### src/rtl/lsu_pkg.sv
package lsu_pkg;

  // Data and address width
  localparam int XLEN   = 32;

  // One enable per byte lane of a bus word
  localparam int BE_W   = XLEN / 8;

  // Byte offset inside a word
  localparam int OFFS_W = 2;

  // Access size code
  localparam int SIZE_W = 2;

  localparam logic [SIZE_W-1:0] SIZE_BYTE = 2'd0;
  localparam logic [SIZE_W-1:0] SIZE_HALF = 2'd1;
  localparam logic [SIZE_W-1:0] SIZE_WORD = 2'd2;

  ///////////////////////////////////////////////////////////////////////
  // Read-data word as seen by the align stage
  ///////////////////////////////////////////////////////////////////////

  // Byte view serves byte loads and split joins
  // Halfword view serves naturally aligned halfword loads
  typedef union packed {
    logic [BE_W-1:0][7:0] lanes_b;
    logic [1:0][15:0]     lanes_h;
  } mem_word_u;

endpackage

### src/rtl/lsu_req_if.sv
`timescale 1ns/1ps

// Request from the address stage towards the bus stage
interface lsu_req_if import lsu_pkg::*; ();

  logic              valid;
  logic              ready;
  logic [XLEN-1:0]   addr;
  logic              we;
  logic [BE_W-1:0]   be;
  logic [XLEN-1:0]   wdata;
  logic [SIZE_W-1:0] size;
  logic              sign_ext;
  // Original byte offset, the same for both halves of a split
  logic [OFFS_W-1:0] offset;
  // Low only for the first half of a split
  logic              last;

  modport addr_mp (output valid, addr, we, be, wdata, size, sign_ext, offset, last,
                   input  ready);

  modport bus_mp  (input  valid, addr, we, be, wdata, size, sign_ext, offset, last,
                   output ready);

endinterface

### src/rtl/lsu_resp_if.sv
`timescale 1ns/1ps

// Response from the bus stage towards the align stage
interface lsu_resp_if import lsu_pkg::*; ();

  // One-cycle pulse per bus response, cannot be stalled
  logic              valid;
  logic [XLEN-1:0]   rdata;

  // Tag of the transfer this response belongs to
  logic              we;
  logic [SIZE_W-1:0] size;
  logic              sign_ext;
  logic [OFFS_W-1:0] offset;
  logic              last;

  modport bus_mp   (output valid, rdata, we, size, sign_ext, offset, last);

  modport align_mp (input  valid, rdata, we, size, sign_ext, offset, last);

endinterface

### src/rtl/lsu_addr_stage.sv
`timescale 1ns/1ps

module lsu_addr_stage import lsu_pkg::*;
(
  input  logic              clk,
  input  logic              rst_n,

  // Access from the core
  input  logic              valid_i,
  input  logic [XLEN-1:0]   addr_i,
  input  logic              we_i,
  input  logic [SIZE_W-1:0] size_i,
  input  logic              sign_ext_i,
  input  logic [XLEN-1:0]   wdata_i,
  output logic              ready_o,

  // Towards the bus stage
  lsu_req_if.addr_mp        req
);

  logic [OFFS_W-1:0] offset;
  logic              is_split;
  // High during the second address phase of a split
  logic              split_q;
  logic [XLEN-1:0]   addr_next_word;
  logic [BE_W-1:0]   be_base;
  // Byte enables of both phases side by side
  logic [2*BE_W-1:0] be_span;
  logic [XLEN-1:0]   wdata_rot;

  assign offset = addr_i[OFFS_W-1:0];

  // Word at any nonzero offset, or halfword in the top lane
  assign is_split = ((size_i == SIZE_WORD) && (offset != 2'd0)) ||
                    ((size_i == SIZE_HALF) && (offset == 2'd3));

  // Second phase starts at the next word
  assign addr_next_word = {addr_i[XLEN-1:OFFS_W], {OFFS_W{1'b0}}} + XLEN'(BE_W);

  ///////////////////////////////////////////////////////////////////////
  // Byte enables
  ///////////////////////////////////////////////////////////////////////

  always_comb
  begin
    case (size_i)
      SIZE_BYTE: be_base = 4'b0001;
      SIZE_HALF: be_base = 4'b0011;
      default:   be_base = 4'b1111;
    endcase
  end

  // Lanes shifted past the top of the word belong to the second phase
  assign be_span = {{BE_W{1'b0}}, be_base} << offset;

  // Store data rotated so that byte 0 lands on the addressed lane
  always_comb
  begin
    case (offset)
      2'd1:    wdata_rot = {wdata_i[23:0], wdata_i[31:24]};
      2'd2:    wdata_rot = {wdata_i[15:0], wdata_i[31:16]};
      2'd3:    wdata_rot = {wdata_i[7:0],  wdata_i[31:8]};
      default: wdata_rot = wdata_i;
    endcase
  end

  assign req.valid    = valid_i;
  assign req.addr     = split_q ? addr_next_word : addr_i;
  assign req.be       = split_q ? be_span[2*BE_W-1:BE_W] : be_span[BE_W-1:0];
  assign req.wdata    = wdata_rot;
  assign req.we       = we_i;
  assign req.size     = size_i;
  assign req.sign_ext = sign_ext_i;
  assign req.offset   = offset;
  assign req.last     = !is_split || split_q;

  // Core sees the access done only with the grant of its last phase
  assign ready_o = req.ready && req.last;

  // Phase flag, dropped whenever the core withdraws the access
  always_ff @(posedge clk or negedge rst_n)
  begin
    if (!rst_n)
      split_q <= 1'b0;
    else if (!valid_i)
      split_q <= 1'b0;
    else if (req.valid && req.ready)
      split_q <= !req.last;
  end

  // Second phase only ever follows the first half of a held split access
  assert property (@(posedge clk) disable iff (!rst_n)
                   split_q |-> (valid_i && is_split));

endmodule

### src/rtl/lsu_bus_stage.sv
`timescale 1ns/1ps

module lsu_bus_stage import lsu_pkg::*;
#(
  parameter int DEPTH = 2
)
(
  input  logic            clk,
  input  logic            rst_n,

  lsu_req_if.bus_mp       req,
  lsu_resp_if.bus_mp      resp,

  // OBI data bus
  output logic            data_req_o,
  input  logic            data_gnt_i,
  output logic [XLEN-1:0] data_addr_o,
  output logic            data_we_o,
  output logic [BE_W-1:0] data_be_o,
  output logic [XLEN-1:0] data_wdata_o,
  input  logic            data_rvalid_i,
  input  logic [XLEN-1:0] data_rdata_i,

  output logic            busy_o
);

  localparam int CNT_W = $clog2(DEPTH + 1);
  localparam int PTR_W = (DEPTH > 1) ? $clog2(DEPTH) : 1;
  // we, size, sign_ext, offset, last
  localparam int TAG_W = 1 + SIZE_W + 1 + OFFS_W + 1;

  localparam logic [CNT_W-1:0] CNT_MAX  = CNT_W'(DEPTH);
  localparam logic [PTR_W-1:0] PTR_LAST = PTR_W'(DEPTH - 1);

  logic [CNT_W-1:0] cnt_q;
  logic [PTR_W-1:0] wr_ptr_q;
  logic [PTR_W-1:0] rd_ptr_q;
  logic [TAG_W-1:0] tag_q [DEPTH];
  logic             push;
  logic             pop;

  ///////////////////////////////////////////////////////////////////////
  // Address phase
  ///////////////////////////////////////////////////////////////////////

  // Request held back once DEPTH transfers are in flight
  assign data_req_o   = req.valid && (cnt_q < CNT_MAX);
  assign data_addr_o  = req.addr;
  assign data_we_o    = req.we;
  assign data_be_o    = req.be;
  assign data_wdata_o = req.wdata;

  assign req.ready = data_req_o && data_gnt_i;

  assign push = req.valid && req.ready;
  assign pop  = data_rvalid_i;

  // Outstanding transfer count
  always_ff @(posedge clk or negedge rst_n)
  begin
    if (!rst_n)
      cnt_q <= '0;
    else
    begin
      case ({push, pop})
        2'b10:   cnt_q <= cnt_q + 1'b1;
        2'b01:   cnt_q <= cnt_q - 1'b1;
        default: cnt_q <= cnt_q;
      endcase
    end
  end

  // Queue pointers
  always_ff @(posedge clk or negedge rst_n)
  begin
    if (!rst_n)
    begin
      wr_ptr_q <= '0;
      rd_ptr_q <= '0;
    end
    else
    begin
      if (push)
        wr_ptr_q <= (wr_ptr_q == PTR_LAST) ? '0 : wr_ptr_q + 1'b1;
      if (pop)
        rd_ptr_q <= (rd_ptr_q == PTR_LAST) ? '0 : rd_ptr_q + 1'b1;
    end
  end

  // Tag storage
  always_ff @(posedge clk)
  begin
    if (push)
      tag_q[wr_ptr_q] <= {req.we, req.size, req.sign_ext, req.offset, req.last};
  end

  ///////////////////////////////////////////////////////////////////////
  // Response phase, in order
  ///////////////////////////////////////////////////////////////////////

  assign resp.valid = data_rvalid_i;
  assign resp.rdata = data_rdata_i;
  assign {resp.we, resp.size, resp.sign_ext, resp.offset, resp.last} = tag_q[rd_ptr_q];

  assign busy_o = (cnt_q != '0) || req.valid;

  // Bus never answers a transfer it did not grant
  assert property (@(posedge clk) disable iff (!rst_n) data_rvalid_i |-> (cnt_q != '0));

  assert property (@(posedge clk) disable iff (!rst_n) cnt_q <= CNT_MAX);

endmodule

### src/rtl/lsu_align_stage.sv
`timescale 1ns/1ps

module lsu_align_stage import lsu_pkg::*;
(
  input  logic            clk,
  input  logic            rst_n,

  lsu_resp_if.align_mp    resp,

  output logic            result_valid_o,
  output logic [XLEN-1:0] rdata_o
);

  mem_word_u       rword;
  logic [XLEN-1:0] first_q;
  // A first half has arrived and its second half is awaited
  logic            half_q;
  logic            is_split;
  logic [7:0]      byte_val;
  logic [15:0]     half_val;
  logic [XLEN-1:0] word_val;

  assign rword = resp.rdata;

  assign is_split = ((resp.size == SIZE_WORD) && (resp.offset != 2'd0)) ||
                    ((resp.size == SIZE_HALF) && (resp.offset == 2'd3));

  // Byte lane straight from the word
  assign byte_val = rword.lanes_b[resp.offset];

  always_comb
  begin
    if (resp.offset == 2'd3)
      half_val = {rword.lanes_b[0], first_q[31:24]};
    else if (!resp.offset[0])
      half_val = rword.lanes_h[resp.offset[1]];
    else
      half_val = {rword.lanes_b[2], rword.lanes_b[1]};  // middle lanes, no split
  end

  // Upper part from the new word, lower part from the held first half
  always_comb
  begin
    case (resp.offset)
      2'd1:    word_val = {rword.lanes_b[0], first_q[31:8]};
      2'd2:    word_val = {rword.lanes_h[0], first_q[31:16]};
      2'd3:    word_val = {resp.rdata[23:0], first_q[31:24]};
      default: word_val = resp.rdata;
    endcase
  end

  // Zero or sign extension
  always_comb
  begin
    case (resp.size)
      SIZE_BYTE: rdata_o = {{(XLEN-8){resp.sign_ext && byte_val[7]}}, byte_val};
      SIZE_HALF: rdata_o = {{(XLEN-16){resp.sign_ext && half_val[15]}}, half_val};
      default:   rdata_o = word_val;
    endcase
  end

  // First half of a split produces no result
  assign result_valid_o = resp.valid && resp.last;

  always_ff @(posedge clk)
  begin
    if (resp.valid && !resp.last && !resp.we)
      first_q <= resp.rdata;
  end

  always_ff @(posedge clk or negedge rst_n)
  begin
    if (!rst_n)
      half_q <= 1'b0;
    else if (resp.valid)
      half_q <= !resp.last;
  end

  // First half is always completed by the second half of the same split
  assert property (@(posedge clk) disable iff (!rst_n)
                   resp.valid |-> (half_q == (resp.last && is_split)));

endmodule

### src/rtl/lsu_top.sv
`timescale 1ns/1ps

module lsu_top import lsu_pkg::*;
#(
  parameter int DEPTH = 2
)
(
  input  logic              clk,
  input  logic              rst_n,

  // Core request side
  input  logic              valid_i,
  input  logic [XLEN-1:0]   addr_i,
  input  logic              we_i,
  input  logic [SIZE_W-1:0] size_i,
  input  logic              sign_ext_i,
  input  logic [XLEN-1:0]   wdata_i,
  output logic              ready_o,

  // OBI data bus
  output logic              data_req_o,
  input  logic              data_gnt_i,
  output logic [XLEN-1:0]   data_addr_o,
  output logic              data_we_o,
  output logic [BE_W-1:0]   data_be_o,
  output logic [XLEN-1:0]   data_wdata_o,
  input  logic              data_rvalid_i,
  input  logic [XLEN-1:0]   data_rdata_i,

  // Core result side
  output logic              result_valid_o,
  output logic [XLEN-1:0]   rdata_o,
  output logic              busy_o
);

  lsu_req_if  req_if ();
  lsu_resp_if resp_if ();

  ///////////////////////////////////////////////////////////////////////
  // Stages
  ///////////////////////////////////////////////////////////////////////

  lsu_addr_stage u_addr_stage
  (
    .clk        (clk),
    .rst_n      (rst_n),
    .valid_i    (valid_i),
    .addr_i     (addr_i),
    .we_i       (we_i),
    .size_i     (size_i),
    .sign_ext_i (sign_ext_i),
    .wdata_i    (wdata_i),
    .ready_o    (ready_o),
    .req        (req_if.addr_mp)
  );

  lsu_bus_stage #(
    .DEPTH (DEPTH)
  ) u_bus_stage
  (
    .clk           (clk),
    .rst_n         (rst_n),
    .req           (req_if.bus_mp),
    .resp          (resp_if.bus_mp),
    .data_req_o    (data_req_o),
    .data_gnt_i    (data_gnt_i),
    .data_addr_o   (data_addr_o),
    .data_we_o     (data_we_o),
    .data_be_o     (data_be_o),
    .data_wdata_o  (data_wdata_o),
    .data_rvalid_i (data_rvalid_i),
    .data_rdata_i  (data_rdata_i),
    .busy_o        (busy_o)
  );

  lsu_align_stage u_align_stage
  (
    .clk            (clk),
    .rst_n          (rst_n),
    .resp           (resp_if.align_mp),
    .result_valid_o (result_valid_o),
    .rdata_o        (rdata_o)
  );

endmodule

### config.mk
export PLATFORM = sky130hd
export DESIGN_NAME = lsu_top
export DESIGN_NICKNAME = d
export VERILOG_FILES = /design/src/rtl/lsu_pkg.sv /design/src/rtl/lsu_req_if.sv /design/src/rtl/lsu_resp_if.sv /design/src/rtl/lsu_addr_stage.sv /design/src/rtl/lsu_bus_stage.sv /design/src/rtl/lsu_align_stage.sv /design/src/rtl/lsu_top.sv
export SDC_FILE = /design/constraint.sdc
export NUM_CORES = 1
export LEC_CHECK = 0
export BUFFER_PORTS_ARGS = -buffer_cell sky130_fd_sc_hd__buf_2
export CORE_ASPECT_RATIO = 1.1
export CORE_MARGIN = 2
export CORE_UTILIZATION = 52
export DETAILED_ROUTE_END_ITERATION = 16
export PLACE_DENSITY = 0.92
export SETUP_SLACK_MARGIN = 0.1
export SKIP_LAST_GASP = 1
export SYNTH_ARGS = -nofsm -noshare
export SYNTH_HDL_FRONTEND = slang
export SYNTH_SLANG_ARGS = --single-unit
### constraint.sdc
create_clock -name clk -period 7.51 [get_ports clk]
set_input_delay 0.3755 -clock clk [delete_from_list [all_inputs] [get_ports clk]]
set_output_delay 0.3755 -clock clk [all_outputs]
set_load 0.005 [all_outputs]
==> impl_metrics.csv <==
group,metric,value,unit
run_status,status,"completed",
finish,fin_nets,678,
power_and_ir_drop,power_frac_clock,11.9,%
finish,final_layout_size_suffix_gt1_share,51.0,%
clocking,cts_root_buffer,"clkbuf_8",
finish,layout.cells.non_filler,683,
timing,hold_viol,0,
place,placed_cell_area,5540,um2
logic_synthesis,synth_largest_area_cell,"mux4_2",
floorplan,num_io_pins,210,
grt,grt.met3_usage,6.47,%
finish,postLayoutCellArea,5650,um2
routing,vias,4418,
finish,finish.utilization,67.5,%
logic_synthesis,synth_flop_cell,"edfxtp_1",
logic_synthesis,synth_top_cell_area_share,29.7,%
place,dp_slack,3950,ps
finish,layout_common_cells,"buf_2 (209), mux4_2 (59), edfxtp_1 (38)",
routing,post_drt_wl_per_cell,19.5,um
job,max_cap_viol_count,0,
grt,antenna_found_initial,0,
setup_path,endpoint_kind,"output port",
setup_path,path_max_fanout,29,
clocking,clockBufferDepth,2,
power_and_ir_drop,switching_share,39.3,%
floorplan,die_h,101,um
routing,finalWirelength,13300,um
finish,nFillCells,639,
floorplan,die_w,92.5,um
timing,slew_violations,0,
routing,drt_iter0_drc,275,
min_path,hold_class,"input port to flip-flop",
routing,drc,0,
grt,grt_use_met2,51.9,%
logic_synthesis,synth-seq-area-share,28.3,%
floorplan,die_area,9380,um2
place,gp_congestion,0.884,
grt,grt_pass1_vias,4261,
logic_synthesis,synth_cells,385,
timing,final.period_utilization,52.2,%
power_and_ir_drop,p_int,0.762,mW
power_and_ir_drop,ir_drop,0.000109,V
grt,grt_max_degree,44,
logic_synthesis,synth.avg_cell_area,11.6,um2
floorplan,num_rows,35,
clocking,clock_sinks,43,
finish,area_delta_synth_final,26.1,%
timing,relSlewSlack,18.4,%
logic_synthesis,synth_area,4480,um2
timing,holdWs,273,ps
timing,finalWorstSetupSlack,3590,ps
power_and_ir_drop,pwr-share-comb,61.2,%
clocking,cts_buffers,5,
timing,fin_skew,11.5,ps
timing,period_needed,3920,ps
routing,firstDrtPassIters,5,
logic_synthesis,syn_nets,492,
logic_synthesis,synth_cell_types,55,
grt,busiest_layer,"met2",
timing,tns,0,ps
place,io_buffers,209,
floorplan,start_util,53.6,%
timing,setup_viol,0,
timing,rsz0062_at_grt,"no",
grt,track_usage,28.2,%
clocking,clk_pin_slew_worst_paths,80,ps
timing,worst_slew_pin_slew,1220,ps
grt,grt_pass1_wl,20900,um
power_and_ir_drop,pwr-share-seq,27.0,%
clocking,clk_latency,300,ps
floorplan,coreArea,8360,um2
power_and_ir_drop,power.total,1.26,mW
routing,viasPerCell,6.47,
routing,ant_nets,0,
grt,met1_usage,32.5,%
clocking,cts_tree,"built",
setup_path,crit_type,"flip-flop to output port",
logic_synthesis,synth_edf_count,38,
power_and_ir_drop,p_sw,0.494,mW
grt,globalRoute.totalOverflow,0,
logic_synthesis,synth-seq-cells,43,
setup_path,cp.arrival,3540,ps
logic_synthesis,ys_warn_count,0,
logic_synthesis,async_reset_ff_share,11.6,%
place,hpwlAfterDp,10100,um
finish,layout_commonest_cell,"buf_2",
logic_synthesis,synthTopCellsByArea,"mux4_2 (30%), edfxtp_1 (25%), xnor2_1 (4.9%)",
place,place.detailed.instances,674,
timing,fmax,255,MHz
clocking,htree_levels,2,
power_and_ir_drop,p_per_area,222,nW/um2
finish,n_antenna_cell,0,
setup_path,startpoint_type,"flip-flop",
power_and_ir_drop,p_leak,2.38,nW
setup_path,cp_data_required_time,7130,ps
==> per-layer routing <==
metal | vias up | wire, um
met2 | 287 | 7120
met3 | 32 | 1270
met4 | 0 | 302
met1 | 2139 | 4610
li1 | 1960 | -
met5 | - | 0
==> worst max-delay path: stages (launching register included) <==
cell and delay, ps:
dfrtp_1 840, mux2i_4 1040, mux2i_1 360, nor3_1 130
o31a_4 470, a31o_2 250, buf_2 140
==> power by group through the flow <==
stage	Clock [mW]	Combinational, mW	Sequential, mW
after floorplan	0	0.532	0.317
after global placement	0	0.730	0.339
after detailed placement	0	0.757	0.343
after CTS	0.152	0.764	0.338
after global routing	0.165	0.826	0.344
final	0.149	0.769	0.339
==> final timing paths <==
path	from	to	slack, ps	cells after the start
worst max register to register	u_bus_stage.rd_ptr_q	u_align_stage.first_q[31]	5080	3
max in group asynchronous	rst_n	u_addr_stage.split_q	6930	2
min in group asynchronous	rst_n	u_bus_stage.rd_ptr_q	430	2
worst min register to register	u_bus_stage.wr_ptr_q	u_bus_stage.wr_ptr_q	500	1
worst max-delay path	u_bus_stage.rd_ptr_q	rdata_o[23]	3590	6
worst min-delay path	sign_ext_i	u_bus_stage.tag_q[1][3]	270	1
==> area by class of cell <==
class / count / area, um2 / share of cell area (%)
Sequential cell: 43 / 1270 / 22.4
Inverter: 3 / 11.3 / 0.199
Timing Repair Buffer: 211 / 1060 / 18.8
Clock buffer: 6 / 82.6 / 1.46
Tap cell: 111 / 139 / 2.46
Clock inverter: 2 / 11.3 / 0.199
Multi-Input combinational cell: 307 / 3070 / 54.4
==> cell families (layout without fill, tap and decap cells) <==
| family | after synthesis | count (layout) | synth area share [%] |
|---|---|---|---|
| fa+ha+maj | 2 | 2 | 0.558 |
| xor+xnor | 34 | 34 | 6.65 |
| simple gates | 111 | 111 | 12.8 |
| flops | 43 | 43 | 28.3 |
| compound gates | 85 | 85 | 14.0 |
| buf+inv | 35 | 222 | 3.66 |
| mux | 75 | 75 | 34.0 |
==> cells in the mapped netlist (6+ instances only) <==
cell type,number
mux4_2,59
edfxtp_1,38
nand2_1,32
xnor2_1,25
nand3_1,18
nor2_1,15
a21o_1,14
o21ai_0,14
clkbuf_1,12
a21oi_1,11
xor2_1,9
and3_1,8
buf_2,8
nor2b_1,8
a221o_1,7
buf_1,7
mux2i_1,7
nand4_1,6
o21a_1,6
o221ai_1,6
o22ai_1,6
o32ai_1,6
==> registers in the layout, summed over array words and instances, names as in the netlist <==
signal / count
u_align_stage.first_q: 24
u_bus_stage.tag_q: 14
u_bus_stage.cnt_q: 2
u_addr_stage.split_q: 1
u_bus_stage.rd_ptr_q: 1
u_bus_stage.wr_ptr_q: 1
==> timing repair <==
action                     in CTS  in global routing
hold endpoints to repair        5                  0
hold buffers                    1                  0
gates resized for setup         0                  0
setup endpoints to repair       0                  0
setup buffers                   0                  0
Power figures use the tool's default switching activity.
